**src/led_pkg.sv**
```systemverilog
package led_pkg;

    ////////////////////
    // Pixel word
    ////////////////////

    localparam int pixel_w = 24;

    // Wire order is green, red, blue
    typedef struct packed {
        logic [7:0] g;
        logic [7:0] r;
        logic [7:0] b;
    } pixel_ch_t;

    // Scaler reads channels, serializer reads the raw word
    typedef union packed {
        logic [pixel_w-1:0] raw;
        pixel_ch_t          ch;
    } pixel_u;

    // Serializer bit counter
    localparam int cnt_w = 5;

    // Pixel FIFO
    localparam int fifo_depth = 16;
    localparam int fifo_aw    = 4;

    ////////////////////
    // Line timing
    ////////////////////

    // Cycles per bit at 50 MHz, 1.26 us
    localparam int bit_cycles = 63;

    // High times for 0 and 1
    localparam int t0h_cycles = 20;
    localparam int t1h_cycles = 40;

    // Frame end gap, short for simulation
    localparam int latch_cycles = 300;

    // Period counter must hold the longest count
    localparam int per_w = $clog2(latch_cycles);

    ////////////////////
    // Encoder FSM
    ////////////////////

    typedef enum logic [1:0] {
        idle,
        bit_hi,
        bit_lo,
        latch
    } enc_state_e;

endpackage

```
**src/led_strip_top.sv**
```systemverilog
`timescale 1ns/1ps

module led_strip_top (
    input  logic            i_clk,
    input  logic            i_rst,
    input  logic            i_pix_wr,
    input  led_pkg::pixel_u i_pix,
    input  logic [7:0]      i_brightness,
    output logic            o_fifo_full,
    output logic            o_busy,
    output logic            o_led_data
);

    led_pkg::pixel_u fifo_data;
    led_pkg::pixel_u staged_pix;

    logic fifo_empty;
    logic pop;
    logic staged;
    logic load;
    logic ser_bit;
    logic ser_bit_valid;
    logic shift;

    pixel_fifo u_fifo (
        .i_clk   (i_clk),
        .i_rst   (i_rst),
        .i_wr    (i_pix_wr),
        .i_wdata (i_pix),
        .i_pop   (pop),
        .o_rdata (fifo_data),
        .o_empty (fifo_empty),
        .o_full  (o_fifo_full)
    );

    pixel_scaler u_scaler (
        .i_clk        (i_clk),
        .i_rst        (i_rst),
        .i_fifo_empty (fifo_empty),
        .i_fifo_data  (fifo_data),
        .i_brightness (i_brightness),
        .i_load       (load),
        .o_pop        (pop),
        .o_staged     (staged),
        .o_pix        (staged_pix)
    );

    serializer u_serializer (
        .i_clk       (i_clk),
        .i_rst       (i_rst),
        .i_staged    (staged),
        .i_word      (staged_pix),
        .i_shift     (shift),
        .o_load      (load),
        .o_bit       (ser_bit),
        .o_bit_valid (ser_bit_valid)
    );

    pulse_encoder u_encoder (
        .i_clk       (i_clk),
        .i_rst       (i_rst),
        .i_bit       (ser_bit),
        .i_bit_valid (ser_bit_valid),
        .o_shift     (shift),
        .o_busy      (o_busy),
        .o_led       (o_led_data)
    );

endmodule

```
**src/pixel_fifo.sv**
```systemverilog
`timescale 1ns/1ps

module pixel_fifo (
    input  logic            i_clk,
    input  logic            i_rst,
    input  logic            i_wr,
    input  led_pkg::pixel_u i_wdata,
    input  logic            i_pop,
    output led_pkg::pixel_u o_rdata,
    output logic            o_empty,
    output logic            o_full
);

    import led_pkg::*;

    pixel_u mem [fifo_depth];

    logic [fifo_aw-1:0] wr_ptr;
    logic [fifo_aw-1:0] rd_ptr;
    logic [fifo_aw:0]   count;

    logic do_wr;
    logic do_pop;

    // Drop writes when full and pops when empty
    assign do_wr  = i_wr && !o_full;
    assign do_pop = i_pop && !o_empty;

    assign o_empty = (count == '0);
    assign o_full  = (count == (fifo_aw + 1)'(fifo_depth));

    // Head entry, valid while not empty
    assign o_rdata = mem[rd_ptr];

    ////////////////////
    // Storage
    ////////////////////

    always_ff @(posedge i_clk) begin
        if (do_wr) begin
            mem[wr_ptr] <= i_wdata;
        end
    end

    ////////////////////
    // Pointers and count
    ////////////////////

    always_ff @(posedge i_clk) begin
        if (i_rst) begin
            wr_ptr <= '0;
            rd_ptr <= '0;
            count  <= '0;
        end else begin
            if (do_wr) begin
                // Depth is a power of two, pointers wrap
                wr_ptr <= wr_ptr + 1'b1;
            end
            if (do_pop) begin
                rd_ptr <= rd_ptr + 1'b1;
            end

            case ({do_wr, do_pop})
                2'b10: begin
                    count <= count + 1'b1;
                end
                2'b01: begin
                    count <= count - 1'b1;
                end
                default: begin
                    // Both or neither keeps the count
                    count <= count;
                end
            endcase
        end
    end

endmodule

```
**src/pixel_scaler.sv**
```systemverilog
`timescale 1ns/1ps

module pixel_scaler (
    input  logic            i_clk,
    input  logic            i_rst,
    input  logic            i_fifo_empty,
    input  led_pkg::pixel_u i_fifo_data,
    input  logic [7:0]      i_brightness,
    input  logic            i_load,
    output logic            o_pop,
    output logic            o_staged,
    output led_pkg::pixel_u o_pix
);

    // (c * (b + 1)) >> 8, so 255 passes c unchanged
    function automatic logic [7:0] scale(input logic [7:0] c, input logic [7:0] br);
        logic [16:0] prod;
        prod = c * ({1'b0, br} + 9'd1);
        return prod[15:8];
    endfunction

    // Pop only into an empty holding register
    assign o_pop = !o_staged && !i_fifo_empty;

    ////////////////////
    // Staged flag
    ////////////////////

    always_ff @(posedge i_clk) begin
        if (i_rst) begin
            o_staged <= 1'b0;
        end else if (o_pop) begin
            o_staged <= 1'b1;
        end else if (i_load) begin
            // Serializer took the pixel
            o_staged <= 1'b0;
        end
    end

    ////////////////////
    // Scaled pixel
    ////////////////////

    // Brightness is sampled together with the pop
    always_ff @(posedge i_clk) begin
        if (o_pop) begin
            o_pix.ch.g <= scale(i_fifo_data.ch.g, i_brightness);
            o_pix.ch.r <= scale(i_fifo_data.ch.r, i_brightness);
            o_pix.ch.b <= scale(i_fifo_data.ch.b, i_brightness);
        end
    end

endmodule

```
**src/pulse_encoder.sv**
```systemverilog
`timescale 1ns/1ps

module pulse_encoder (
    input  logic i_clk,
    input  logic i_rst,
    input  logic i_bit,
    input  logic i_bit_valid,
    output logic o_shift,
    output logic o_busy,
    output logic o_led
);

    import led_pkg::*;

    enc_state_e state;

    logic [per_w-1:0] per_cnt;
    logic [per_w-1:0] hi_last;

    logic period_end;
    logic latch_end;

    // Bit is held by the serializer for the whole period
    assign hi_last = i_bit ? per_w'(t1h_cycles - 1) : per_w'(t0h_cycles - 1);

    assign period_end = (per_cnt == per_w'(bit_cycles - 1));
    assign latch_end  = (per_cnt == per_w'(latch_cycles - 1));

    ////////////////////
    // Outputs
    ////////////////////

    // Line stays low if the period starts with no bit
    assign o_led = (state == bit_hi) && i_bit_valid;

    // One strobe on the last cycle of each period
    assign o_shift = (state == bit_lo) && period_end;

    assign o_busy = (state != idle) || i_bit_valid;

    ////////////////////
    // FSM
    ////////////////////

    always_ff @(posedge i_clk) begin
        if (i_rst) begin
            state   <= idle;
            per_cnt <= '0;
        end else begin
            case (state)
                idle: begin
                    per_cnt <= '0;
                    if (i_bit_valid) begin
                        state <= bit_hi;
                    end
                end

                bit_hi: begin
                    if (!i_bit_valid) begin
                        // Frame done, start the gap
                        state   <= latch;
                        per_cnt <= '0;
                    end else begin
                        per_cnt <= per_cnt + 1'b1;
                        if (per_cnt == hi_last) begin
                            state <= bit_lo;
                        end
                    end
                end

                bit_lo: begin
                    if (period_end) begin
                        // Next bit is checked at the top of the period
                        state   <= bit_hi;
                        per_cnt <= '0;
                    end else begin
                        per_cnt <= per_cnt + 1'b1;
                    end
                end

                latch: begin
                    if (latch_end) begin
                        state   <= idle;
                        per_cnt <= '0;
                    end else begin
                        per_cnt <= per_cnt + 1'b1;
                    end
                end

                default: begin
                    state   <= idle;
                    per_cnt <= '0;
                end
            endcase
        end
    end

endmodule

```
**src/serializer.sv**
```systemverilog
`timescale 1ns/1ps

module serializer (
    input  logic            i_clk,
    input  logic            i_rst,
    input  logic            i_staged,
    input  led_pkg::pixel_u i_word,
    input  logic            i_shift,
    output logic            o_load,
    output logic            o_bit,
    output logic            o_bit_valid
);

    import led_pkg::*;

    logic [pixel_w-1:0] shift_reg;
    logic [cnt_w-1:0]   bit_cnt;
    logic               busy;

    logic last_shift;
    logic ready;

    ////////////////////
    // Ready and load
    ////////////////////

    // 24th shift frees the register in the same cycle
    assign last_shift = i_shift && busy && (bit_cnt == cnt_w'(pixel_w - 1));

    // Ready is a level, no separate wait phase
    assign ready  = !busy || last_shift;
    assign o_load = ready && i_staged;

    // MSB first, g7 leads
    assign o_bit       = shift_reg[pixel_w-1];
    assign o_bit_valid = busy;

    ////////////////////
    // Control
    ////////////////////

    always_ff @(posedge i_clk) begin
        if (i_rst) begin
            busy    <= 1'b0;
            bit_cnt <= '0;
        end else if (o_load) begin
            busy    <= 1'b1;
            bit_cnt <= '0;
        end else if (i_shift && busy) begin
            bit_cnt <= bit_cnt + 1'b1;
            if (last_shift) begin
                busy <= 1'b0;
            end
        end
    end

    ////////////////////
    // Shift register
    ////////////////////

    always_ff @(posedge i_clk) begin
        if (o_load) begin
            shift_reg <= i_word.raw;
        end else if (i_shift && busy) begin
            shift_reg <= {shift_reg[pixel_w-2:0], 1'b0};
        end
    end

endmodule

```
**config.mk**
```make
export PLATFORM = sky130hd
export DESIGN_NAME = led_strip_top
export DESIGN_NICKNAME = d
export VERILOG_FILES = /design/src/led_pkg.sv /design/src/led_strip_top.sv /design/src/pixel_fifo.sv /design/src/pixel_scaler.sv /design/src/pulse_encoder.sv /design/src/serializer.sv
export SDC_FILE = /design/constraint.sdc
export NUM_CORES = 1
export LEC_CHECK = 0
export BUFFER_PORTS_ARGS = -buffer_cell sky130_fd_sc_hd__buf_2
export CAP_MARGIN = 5
export CORE_MARGIN = 3
export CORE_UTILIZATION = 50
export CTS_BUF_LIST = sky130_fd_sc_hd__clkbuf_2
export DETAILED_ROUTE_END_ITERATION = 6
export MAX_ROUTING_LAYER = met4
export PLACE_DENSITY = 0.66
export SKIP_CTS_REPAIR_TIMING = 1
export SYNTH_ARGS = -nofsm -noshare
export SYNTH_HDL_FRONTEND = slang
export SYNTH_HIERARCHICAL = 1
export SYNTH_SLANG_ARGS = --single-unit
```
**constraint.sdc**
```tcl
create_clock -name i_clk -period 6.95 [get_ports i_clk]
set_input_delay 2.085 -clock i_clk [delete_from_list [all_inputs] [get_ports i_clk]]
set_output_delay 2.085 -clock i_clk [all_outputs]
set_load 0.02 [all_outputs]
```
Word-level counts from Yosys, hierarchy flattened:

Memories as Yosys holds them, arrays and structs flattened. A register that Yosys moved wholly into a read port is not among the register bits.
Index checks and enable logic that the tools add are counted.

* add/subtract/negate cells: 7
* $mul: 3
* equality and inequality tests: 14
* mux-type cells: 23
* reductions and logical operators: 24

Operators with widths (number)
* $mul A8 B17 Y16: 3
* $mux W24: 2
* $pmux W9 S4: 1
* $mux W9: 3
* $add A5 B1 Y5 const B: 2
* $eq A5 B5 Y1 const B: 2
* $mux W2: 5
* $pmux W5 S2: 1
* $reduce_bool A2 Y1: 5
* $add A8 B1 Y9 const B: 1
* $add A9 B1 Y9 const B: 1
* $eq A9 B6 Y1 const B: 1
* $eq A9 B9 Y1: 1
* $eq A9 B9 Y1 const B: 1
* $add A4 B1 Y4 const B: 2
* $logic_and A1 B1 Y1: 8
* $mux W4: 2
* $pmux W2 S4: 1
* $mux W1: 7
* $eq A2 B2 Y1 const B: 3
* $mux W6: 1
* $logic_not A5 Y1: 1
* $sub A5 B1 Y5 const B: 1
* $eq A2 B1 Y1 const B: 2
* other kinds (9): 14

* register bits: 79
* RAM bits: 384
* bits of input ports: 35
* output and inout port bits: 3
* memories: 1

Memories
* u_fifo.mem: depth 16, width 24, rd ports 1, clocked after Yosys merged registers in 1, write ports 1, line pixel_fifo.sv:16 `pixel_u mem [fifo_depth];`

Depth between registers and ports, before layout:

Gate-level depths: netlist of the first run.

* depth in word-level cells: 8
* gate-level depth with buffers: 22
* gate-level depth less buffers: 19

Modules after synthesis:

The synthesis of the first run kept the hierarchy.

By module, submodules not included
* pixel_fifo: times used 1, cells each 721, area an instance 15431.0 um2, sequential area each 11871.4 um2
* pixel_scaler: times used 1, cells each 757, area an instance 7171.9 um2, sequential area each 740.7 um2
* serializer: times used 1, cells each 86, area an instance 1448.9 um2, sequential area each 840.8 um2
* pulse_encoder: times used 1, cells each 62, area an instance 559.3 um2, sequential area each 220.2 um2

Worst setup path before layout of the first run:

OpenSTA, ideal clock, no wires.

* path kind: input port to flip-flop
* start: in i_brightness[1]
* end: reg u_scaler/o_pix[7] (netlist bit), data pin
* library setup time: 264 ps
* arrival time: 6379 ps
* required time: 6686 ps
* setup slack: 308 ps
* stages: 18
* path through: and3_1 -> nand3_1 -> nor2_1 -> xnor2_1 -> clkbuf_1 -> nor2b_1 -> fa_1 -> fa_1 -> fa_1 -> inv_1 -> fa_1 -> inv_1 -> ha_1 -> a21o_1 -> a31oi_1 -> a21boi_4 -> a221oi_1 -> xnor2_1

* longest elaborated chain between the ends: 2

Ends and longest elaborated chain
* start: declaration: line led_strip_top.sv:8 `input logic [7:0] i_brightness,`
* $add A8 B1 Y9: line pixel_scaler.sv:18 `prod = c * ({1'b0, br} + 9'd1);`
* $mul A8 B17 Y16: line pixel_scaler.sv:18
* end: declaration: line pixel_scaler.sv:12 `output led_pkg::pixel_u o_pix`

Every way passes these cells.
A chain may end at the register's enable or synchronous reset.

==> impl_metrics.toml, run 1 <==
[global_route]
grt_max_degree = 35
grt_pass1_wl_um = 80700
grt.overflow.total = 0
grt_usage_pct = 20.7
grt_pass1_vias = 14600
antenna_found_initial = 8

[sta]
period_share_pct = 87.1
slew_headroom_pct = 24.5
clock.fmax_ghz = 0.165
finalHoldViolCount = 0
holdWs_ns = 0.513
maxSlewViolCount = 0
tightest_slew_ns = 1.13
grt_setup_unrepaired = "false"
clock_skew_ns = 0.103
period_minus_slack_ns = 6.06
setup_viol = 0

[die]
num_io_pins = 38
dieArea_mm2 = 0.0519
core_area_mm2 = 0.0481
rows = 80
start_util_pct = 51.1
fp.dieW_um = 228
die_y_um = 228

[synthesis]
yosysWarnings = 6
syn-num-nets = 1889
ys_seq_area_share_pct = 55.6
synth_cells = 1626
synthArstFlopShare_pct = 0
synth-seq-cells = 467
ys_types = 87
ys.flop_type = "edfxtp_1"
netlist_area_mm2 = 0.0246
syn_avg_cell_area_um2 = 15.1
synth-edff-count = 432

[run_status]
status = "finished clean"

[power_and_ir_drop]
p_leak_uw = 0.0103
finalPower_uw = 11000
p_per_area_mw_per_mm2 = 410
peakVddDrop_mv = 0.338

[layout]
nNetsFinal = 2017
drive_above_1_share_pct = 23.0
syn2layout_area_growth_pct = 9.07
final_cell_area_mm2 = 0.0268
largest_reg_flops = 384

[route]
drc = 0
wl_um = 50800
viasPerCell = 5.47
drtIter0Drc = 907
drt_first_pass_iters = 7
ant_nets = 0
avgRoutedWirePerCell_um = 20.3
vias = 13700

[worst_setup_path]
crit_required_ns = 7.78
start_kind = "register"
cp.arrival_ns = 6.89
crit_top_cell = "fa_1"
critPathCaptureType = "register"
crit_chain = "buf_12 > mux4_2 > a22oi_1 > nand2_1 > and2_1 > fa_1 > fa_1 > fa_1 > inv_1 > fa_1 > inv_1 > ha_1 > a21o_1 > a31oi_1 > a21boi_4 > a221oi_1 > xnor2_1"
cp_slowest_cell = "dfxtp_4"
crit_fanout = 23
worstSetupPathType = "reg2reg"
critPathMaxStageDelay_ns = 0.73

[hold_path]
min_from = "u_encoder/per_cnt[0]"
hold_class = "reg2reg"

[placement]
routabilityCongestion = 0.822
placed_cell_area_mm2 = 0.0258
io_buffers = 37
dp_hpwl_um = 31300

[clock_tree]
cts_made_buffers = 115
cts_tree = "built"
clock_sinks = 467
insertion_delay_ns = 1.14
clock_path_buffers = 3
cts_max_level = 3
cts.reportedPaths.clkPinSlew_ns = 0.10
root_buffer = "clkbuf_2"

[flow_run]
max_cap_viol_count = 0
-- power by group --
part | total [µW] | leakage [µW] | internal (µW) | switching, µW
clock | 1750 | 0.000765 | 682 | 1070
combinational | 5540 | 0.00529 | 2490 | 3040
sequential | 3710 | 0.00421 | 3580 | 128
-- per-layer routing --
layer	global-route usage, %	vias up	share of wire [%]	routed length (µm)
met3	4.65	89	6.1	3100
met4	7.06	0	2.3	1150
li1	-	6246	-	-
met5	-	-	0	0
met2	33.1	357	49	24700
met1	26.3	6978	43	21800
-- per-stage QoR --
stage                     cells  setup TNS (ns)  util, %  setup slack, ns
after floorplan            1626               0        -            0.308
after global placement     2293               0     53.6           0.0841
after detailed placement   2293         -0.0837     53.6          -0.0263
after CTS                  2490               0     55.7            0.856
after global routing       2498               0     55.8            0.482
final                      2499               0     55.8            0.894
-- cells by family (layout without fill, tap and decap cells) --
kind of cell	Yosys count	count (layout)	share of synthesized area, %
buffers and inverters	228	436	3.88
other	0	9	0
adders and majority gates	228	228	15.3
muxes	125	125	10.4
xor gates and xnor gates	53	53	1.89
and+or+nand+nor	402	402	8.98
AOI/OAI and AO/OA	123	123	4.08
DFF	467	467	55.6
-- area by class of cell --
cell class,count,area (µm²)
fill,3930,21300
sequential,467,13700
multi-input combinational,931,10100
clock buffer,165,826
tap,656,821
inverter,161,604
timing repair buffer,78,568
clock inverter,32,186
antenna,9,22.5
-- cells in the mapped netlist (35+ instances only) --
master    instances  share of area [%]
a22oi_1          48                1.5
and2_1          130                3.3
clkbuf_1         38               0.58
dfxtp_1          35                2.8
edfxtp_1        432                 53
fa_1            120                9.8
ha_1            108                5.5
inv_1           160                2.4
mux4_2           96                8.8
nand2_1          82                1.3
nor2_1           57               0.87
nor2b_1          44                1.1
-- cells in the final DEF (no fill, tap or decap), types with 12 or more instances in the layout --
cell and instances:
inv_1 160, clkbuf_2 165, xor2_1 23, nand2_1 82, fa_1 120, ha_1 108
and2_1 130, mux2_4 18, a22oi_1 48, nor2_4 12, mux4_2 96, buf_4 35
nor2b_1 42, xnor2_1 26, dfxtp_1 33, nand2b_1 12, clkinv_1 26, nand3_1 19
nor2_1 43, buf_2 37, edfxtp_1 432
-- worst max-delay path: cells and delay by family, from the launching register on --
family                   cells  cell delay, ns
XOR/XNOR                     1            0.10
buffers and inverters        3            0.37
adder cells (fa/ha/maj)      5            2.27
AND/OR/NAND/NOR              2            0.57
flip-flops                   1            0.73
AO/OA/AOI/OAI                5            1.19
multiplexers                 1            0.53
-- worst paths after layout --
kind,depth (start not counted),to,slack [ns]
worst min-delay path,1,u_encoder/per_cnt[0],0.51
worst max register to register,17,u_scaler/o_pix[7],0.89
worst max-delay path,17,u_scaler/o_pix[7],0.89
worst min register to register,1,u_encoder/per_cnt[0],0.51
No activity file was read; power rests on OpenSTA's default activity.
==> run 2: changes to the inputs <==
==> constraint.sdc (replaced) <==
create_clock -name i_clk -period 6.95 [get_ports i_clk]
set_input_delay 1.0425 -clock i_clk [delete_from_list [all_inputs] [get_ports i_clk]]
set_output_delay 1.0425 -clock i_clk [all_outputs]
set_load 0.02 [all_outputs]
==> run 2 against run 1 <==
- clock-buffer cell count shrank 2
- power grew 0.93%
- sequential power is essentially flat
- final cell count shrank 0.40%
- non-clock buffer count shrank 9
- via count shrank 0.49%
- largest power group unchanged
==> impl_metrics.toml, run 2 (synthesized netlist as in run 1, its figures left out) <==
[die]
rows = 80
die_y_um = 228
dieArea_mm2 = 0.0519
fp.dieW_um = 228
num_io_pins = 38
core_area_mm2 = 0.0481
start_util_pct = 51.1

[clock_tree]
root_buffer = "clkbuf_2"
insertion_delay_ns = 1.15
cts_made_buffers = 114
clock_path_buffers = 3
cts.reportedPaths.clkPinSlew_ns = 0.11
cts_max_level = 3
cts_tree = "built"
clock_sinks = 467

[power_and_ir_drop]
pwr-share-comb_pct = 49.4
peakVddDrop_mv = 0.290
p_per_area_mw_per_mm2 = 413
seq_power_share_pct = 33.4
p_leak_uw = 0.0103
internal_power_uw = 6850
switching_share_pct = 38.3
p_clk_share_pct = 17.2
switchingPower_uw = 4250

[global_route]
grt_usage_pct = 20.7
grt_pass1_vias = 14400
grt.overflow.total = 0
grt_pass1_wl_um = 81200
antenna_found_initial = 8
grt_max_degree = 38

[layout]
syn2layout_area_growth_pct = 9.07
drive_above_1_share_pct = 22.8
layout_common_cells = "edfxtp_1, clkbuf_2, inv_1"
nNetsFinal = 2007
final_common_cell = "edfxtp_1"
largest_reg_flops = 384
final_cell_area_mm2 = 0.0268

[route]
drt_first_pass_iters = 5
vias = 13600
drtIter0Drc = 931
drc = 0
wl_um = 51100
ant_nets = 0
viasPerCell = 5.47
avgRoutedWirePerCell_um = 20.5

[worst_setup_path]
start_kind = "register"
crit_top_cell = "fa_1"
critPathCaptureType = "register"
worstSetupPathType = "reg2reg"
cp_slowest_cell = "dfxtp_4"
crit_fanout = 21
critPathMaxStageDelay_ns = 0.66
cp.arrival_ns = 6.89
crit_required_ns = 7.73
crit_chain = "buf_4 > mux4_2 > a22oi_1 > nand2_1 > and2_1 > fa_1 > fa_1 > inv_1 > fa_1 > inv_1 > fa_1 > ha_1 > a21o_1 > a221oi_2 > a21oi_2 > o211ai_1 > o21ai_1 > xnor2_1"

[sta]
slew_headroom_pct = 19.2
period_share_pct = 87.8
clock.fmax_ghz = 0.164
setup_tns_ns = 0
tightest_slew_ns = 1.21
setup_viol = 0
maxSlewViolCount = 0
period_minus_slack_ns = 6.10
holdWs_ns = 0.260
layout_setup_ws_ns = 0.847
finalHoldViolCount = 0
grt_setup_unrepaired = "false"
clock_skew_ns = 0.118

[placement]
placed_cell_area_mm2 = 0.0257
routabilityCongestion = 0.811
io_buffers = 37
pre_cts_slack_ns = 0.760
dp_hpwl_um = 31200

[run_status]
status = "finished clean"

[flow_run]
max_cap_viol_count = 0

[hold_path]
hold_class = "in2reg"
## run 2: cell types whose count changed in the layout (fill, tap and decap cells not counted), moves of 2 or more
| cell | delta |
|---|---|
| buf_12 | -3 |
| buf_4 | -6 |
| bufinv_16 | +4 |
| clkbuf_2 | -2 |
| clkinv_1 | -4 |
## run 2: metrics by stage
step | total power (µW) | util [%] | std cells
after floorplan | 8080 | - | 1626
after global placement | 9140 | 53.4 | 2284
after detailed placement | 9280 | 53.4 | 2284
after CTS | 11300 | 55.7 | 2481
after global routing | 12200 | 55.8 | 2488
final | 11100 | 55.8 | 2489
## run 2: final timing paths
kind / startpoint / to / slack (ns) / cells after the start
worst max-delay path: register / u_scaler/o_pix[23] / 0.85 / 18
worst min-delay path: i_pix[6] / u_fifo/mem[3][6] / 0.26 / 1
worst max register to register: register / u_scaler/o_pix[23] / 0.85 / 18
worst min register to register: u_encoder/per_cnt[0] / u_encoder/per_cnt[0] / 0.53 / 1
## run 2: final cells by class
type                       instances  area [µm²]
inverter                         161         604
timing repair buffer              69         463
tap                              656         821
multi-input combinational        931       10100
sequential                       467       13700
antenna                            8        20.0
clock buffer                     163         816
fill                            3917       21300
clock inverter                    34         304
## run 2: per-layer routing
metal	GRT usage [%]	wire (µm)	share of wire, %
met5	-	0	0
met4	5.23	702	1.4
met3	4.33	3070	6.0
met2	32.9	25000	49
met1	27.8	22300	44
## run 2: worst max-delay path, delay by kind of cell (launching register included)
family | cells | cell delay (ns)
flops | 1 | 0.66
mux | 1 | 0.55
xor+xnor | 1 | 0.14
simple gates | 2 | 0.53
buf+inv | 3 | 0.50
fa+ha+maj | 5 | 2.16
compound gates | 6 | 1.27
## run 2: power groups by stage
stage / clock [µW] / combinational [µW] / sequential (µW)
2_1_floorplan: 0 / 4380 / 3710
3_3_place_gp: 0 / 5370 / 3770
3_5_place_dp: 0 / 5510 / 3770
4_1_cts: 1990 / 5550 / 3710
5_1_grt: 2150 / 6300 / 3740
6_report: 1910 / 5480 / 3710
==> run 3: changes to the inputs <==
Settings changed: CELL_PAD_IN_SITES_DETAIL_PLACEMENT set to 2, CELL_PAD_IN_SITES_GLOBAL_PLACEMENT set to 2, CORE_UTILIZATION 50 to 44, PLACE_DENSITY 0.66 to 0.76.
==> run 3 against run 2 <==
- flip-flop and latch count unchanged
- clock power barely moved
- power up 2.4%
- critical endpoint is now u_scaler/o_pix[7]
- clock-buffer cell count grew 8
- highest routed layer unchanged
- fmax decreased by 2.0%
- die area rose by 13%
- clock skew shrank 0.018 ns
- first-iteration DRC count shrank 12%
- combinational power rose by 4.9%
- largest cell class unchanged
==> impl_metrics.toml, run 3 (synthesized netlist as in run 1, its figures left out) <==
[run_status]
status = "finished clean"

[die]
die_y_um = 243
start_util_pct = 44.6
fp.dieW_um = 243
dieArea_mm2 = 0.0588
rows = 86
core_area_mm2 = 0.0552
num_io_pins = 38

[global_route]
grt_pass1_vias = 16000
grt_max_degree = 38
grt.overflow.total = 0
grt_pass1_wl_um = 99800
antenna_found_initial = 5
grt_usage_pct = 23.2

[route]
ant_nets = 0
wl_um = 64600
drtIter0Drc = 820
vias = 14100
viasPerCell = 5.41
drt_first_pass_iters = 5
avgRoutedWirePerCell_um = 24.8
drc = 0

[layout]
multi_input_area_mm2 = 0.0101
syn2layout_area_growth_pct = 9.67
largest_reg_flops = 384
final_common_cell = "edfxtp_1"
drive_above_1_share_pct = 23.1
seq_area_mm2 = 0.0137
nFillCells = 5224
nNetsFinal = 2012
layout_common_cells = "edfxtp_1, clkbuf_2, inv_1"

[placement]
io_buffers = 37
routabilityCongestion = 0.744
pre_cts_slack_ns = 0.504
dp_hpwl_um = 41700

[worst_setup_path]
crit_top_cell = "fa_1"
worstSetupPathType = "reg2reg"
crit_required_ns = 7.79
crit_chain = "buf_12 > mux4_2 > a22oi_1 > nand2_1 > and2_1 > fa_1 > fa_1 > fa_1 > inv_1 > fa_1 > inv_1 > ha_1 > a21o_1 > a31oi_1 > a21boi_4 > a221oi_1 > xnor2_1"
critPathCaptureType = "register"
start_kind = "register"
cp.arrival_ns = 7.06
reg2reg_depth = 17
r2r-end = "u_scaler/o_pix[7]"
crit_fanout = 31
ff2ff_setup_slack_ns = 0.72
cp_slowest_cell = "dfxtp_4"
critPathMaxStageDelay_ns = 0.58

[clock_tree]
cts_made_buffers = 118
root_buffer = "clkbuf_2"
clock_path_buffers = 3
cts_max_level = 3
clock_sinks = 467
cts.reportedPaths.clkPinSlew_ns = 0.13
insertion_delay_ns = 1.18
cts_tree = "built"

[sta]
period_minus_slack_ns = 6.23
tightest_slew_ns = 1.21
setup_tns_ns = 0
period_share_pct = 89.6
slew_headroom_pct = 18.9
grt_setup_unrepaired = "false"
maxSlewViolCount = 0
holdWs_ns = 0.221
clock_skew_ns = 0.101
setup_viol = 0
layout_setup_ws_ns = 0.724
finalHoldViolCount = 0
clock.fmax_ghz = 0.161

[power_and_ir_drop]
p_per_area_mw_per_mm2 = 421
peakVddDrop_mv = 0.213
finalPower_uw = 11400
p_leak_uw = 0.0103

[hold_path]
worstHoldPathCells = 1
hold_end = "u_fifo/mem[4][10]"
hold_class = "in2reg"
min_from = "i_pix[10]"

[flow_run]
max_cap_viol_count = 0
==> run 3: changes by cell type in the layout (fill, tap and decap cells not counted), sizes merged <==
cell      previous run  this run
buf                 69        70
clkinv              25        45
bufinv               5         0
diode                8         7
inv                165       163
clkinvlp             0         1
clkbuf             163       171
==> run 3: report_power, final <==
part,internal [µW],leakage (µW),switching (µW)
clock network,696,0.000828,1200
logic,2480,0.00525,3280
registers,3590,0.00421,134
==> run 3: how the worst max path moves through the flow <==
| stage | cells past startpoint | to | slack, ns |
|---|---|---|---|
| floorplan | 18 | u_scaler/o_pix[7] | 1.35 |
| global placement | 19 | u_scaler/o_pix[15] | 0.71 |
| detailed placement | 19 | u_scaler/o_pix[15] | 0.50 |
| CTS | 16 | u_scaler/o_pix[7] | 0.64 |
| global route | 18 | u_scaler/o_pix[7] | 0.35 |
| finish | 17 | u_scaler/o_pix[7] | 0.72 |
==> run 3: metrics by stage <==
| stage | cell area (µm²) | utilization [%] | cells |
|---|---|---|---|
| 6_report | 27000 | 48.9 | 2603 |
| 5_1_grt | 27000 | 48.9 | 2601 |
| 4_1_cts | 27000 | 48.9 | 2596 |
| 3_5_place_dp | 25900 | 46.9 | 2377 |
| 3_3_place_gp | 25900 | 46.9 | 2377 |
| 2_1_floorplan | 24600 | - | 1626 |
==> run 3: cell type report <==
cell class	count	area share (%)
tap	748	3.47
inverter	161	2.24
antenna	7	0.0649
timing repair buffer	70	1.88
clock buffer	171	3.17
sequential	467	50.7
clock inverter	48	0.936
multi-input combinational	931	37.6
==> run 3: routing by layer <==
metal / vias to the layer above / wire length, µm / track usage (%)
li1: 6220 / - / -
met1: 7453 / 26800 / 28.4
met2: 320 / 33700 / 39.6
met3: 99 / 2700 / 4.14
met4: 0 / 1340 / 6.70
met5: - / 0 / -
==> run 3: worst max-delay path, delay by kind of cell, from the launching register on <==
family                     cells  cell delay [ns]
AOI/OAI and AO/OA              5             1.30
adders and majority gates      5             2.32
and+or+nand+nor                2             0.63
muxes                          1             0.54
DFF                            1             0.58
buffers and inverters          3             0.40
xor gates and xnor gates       1             0.11
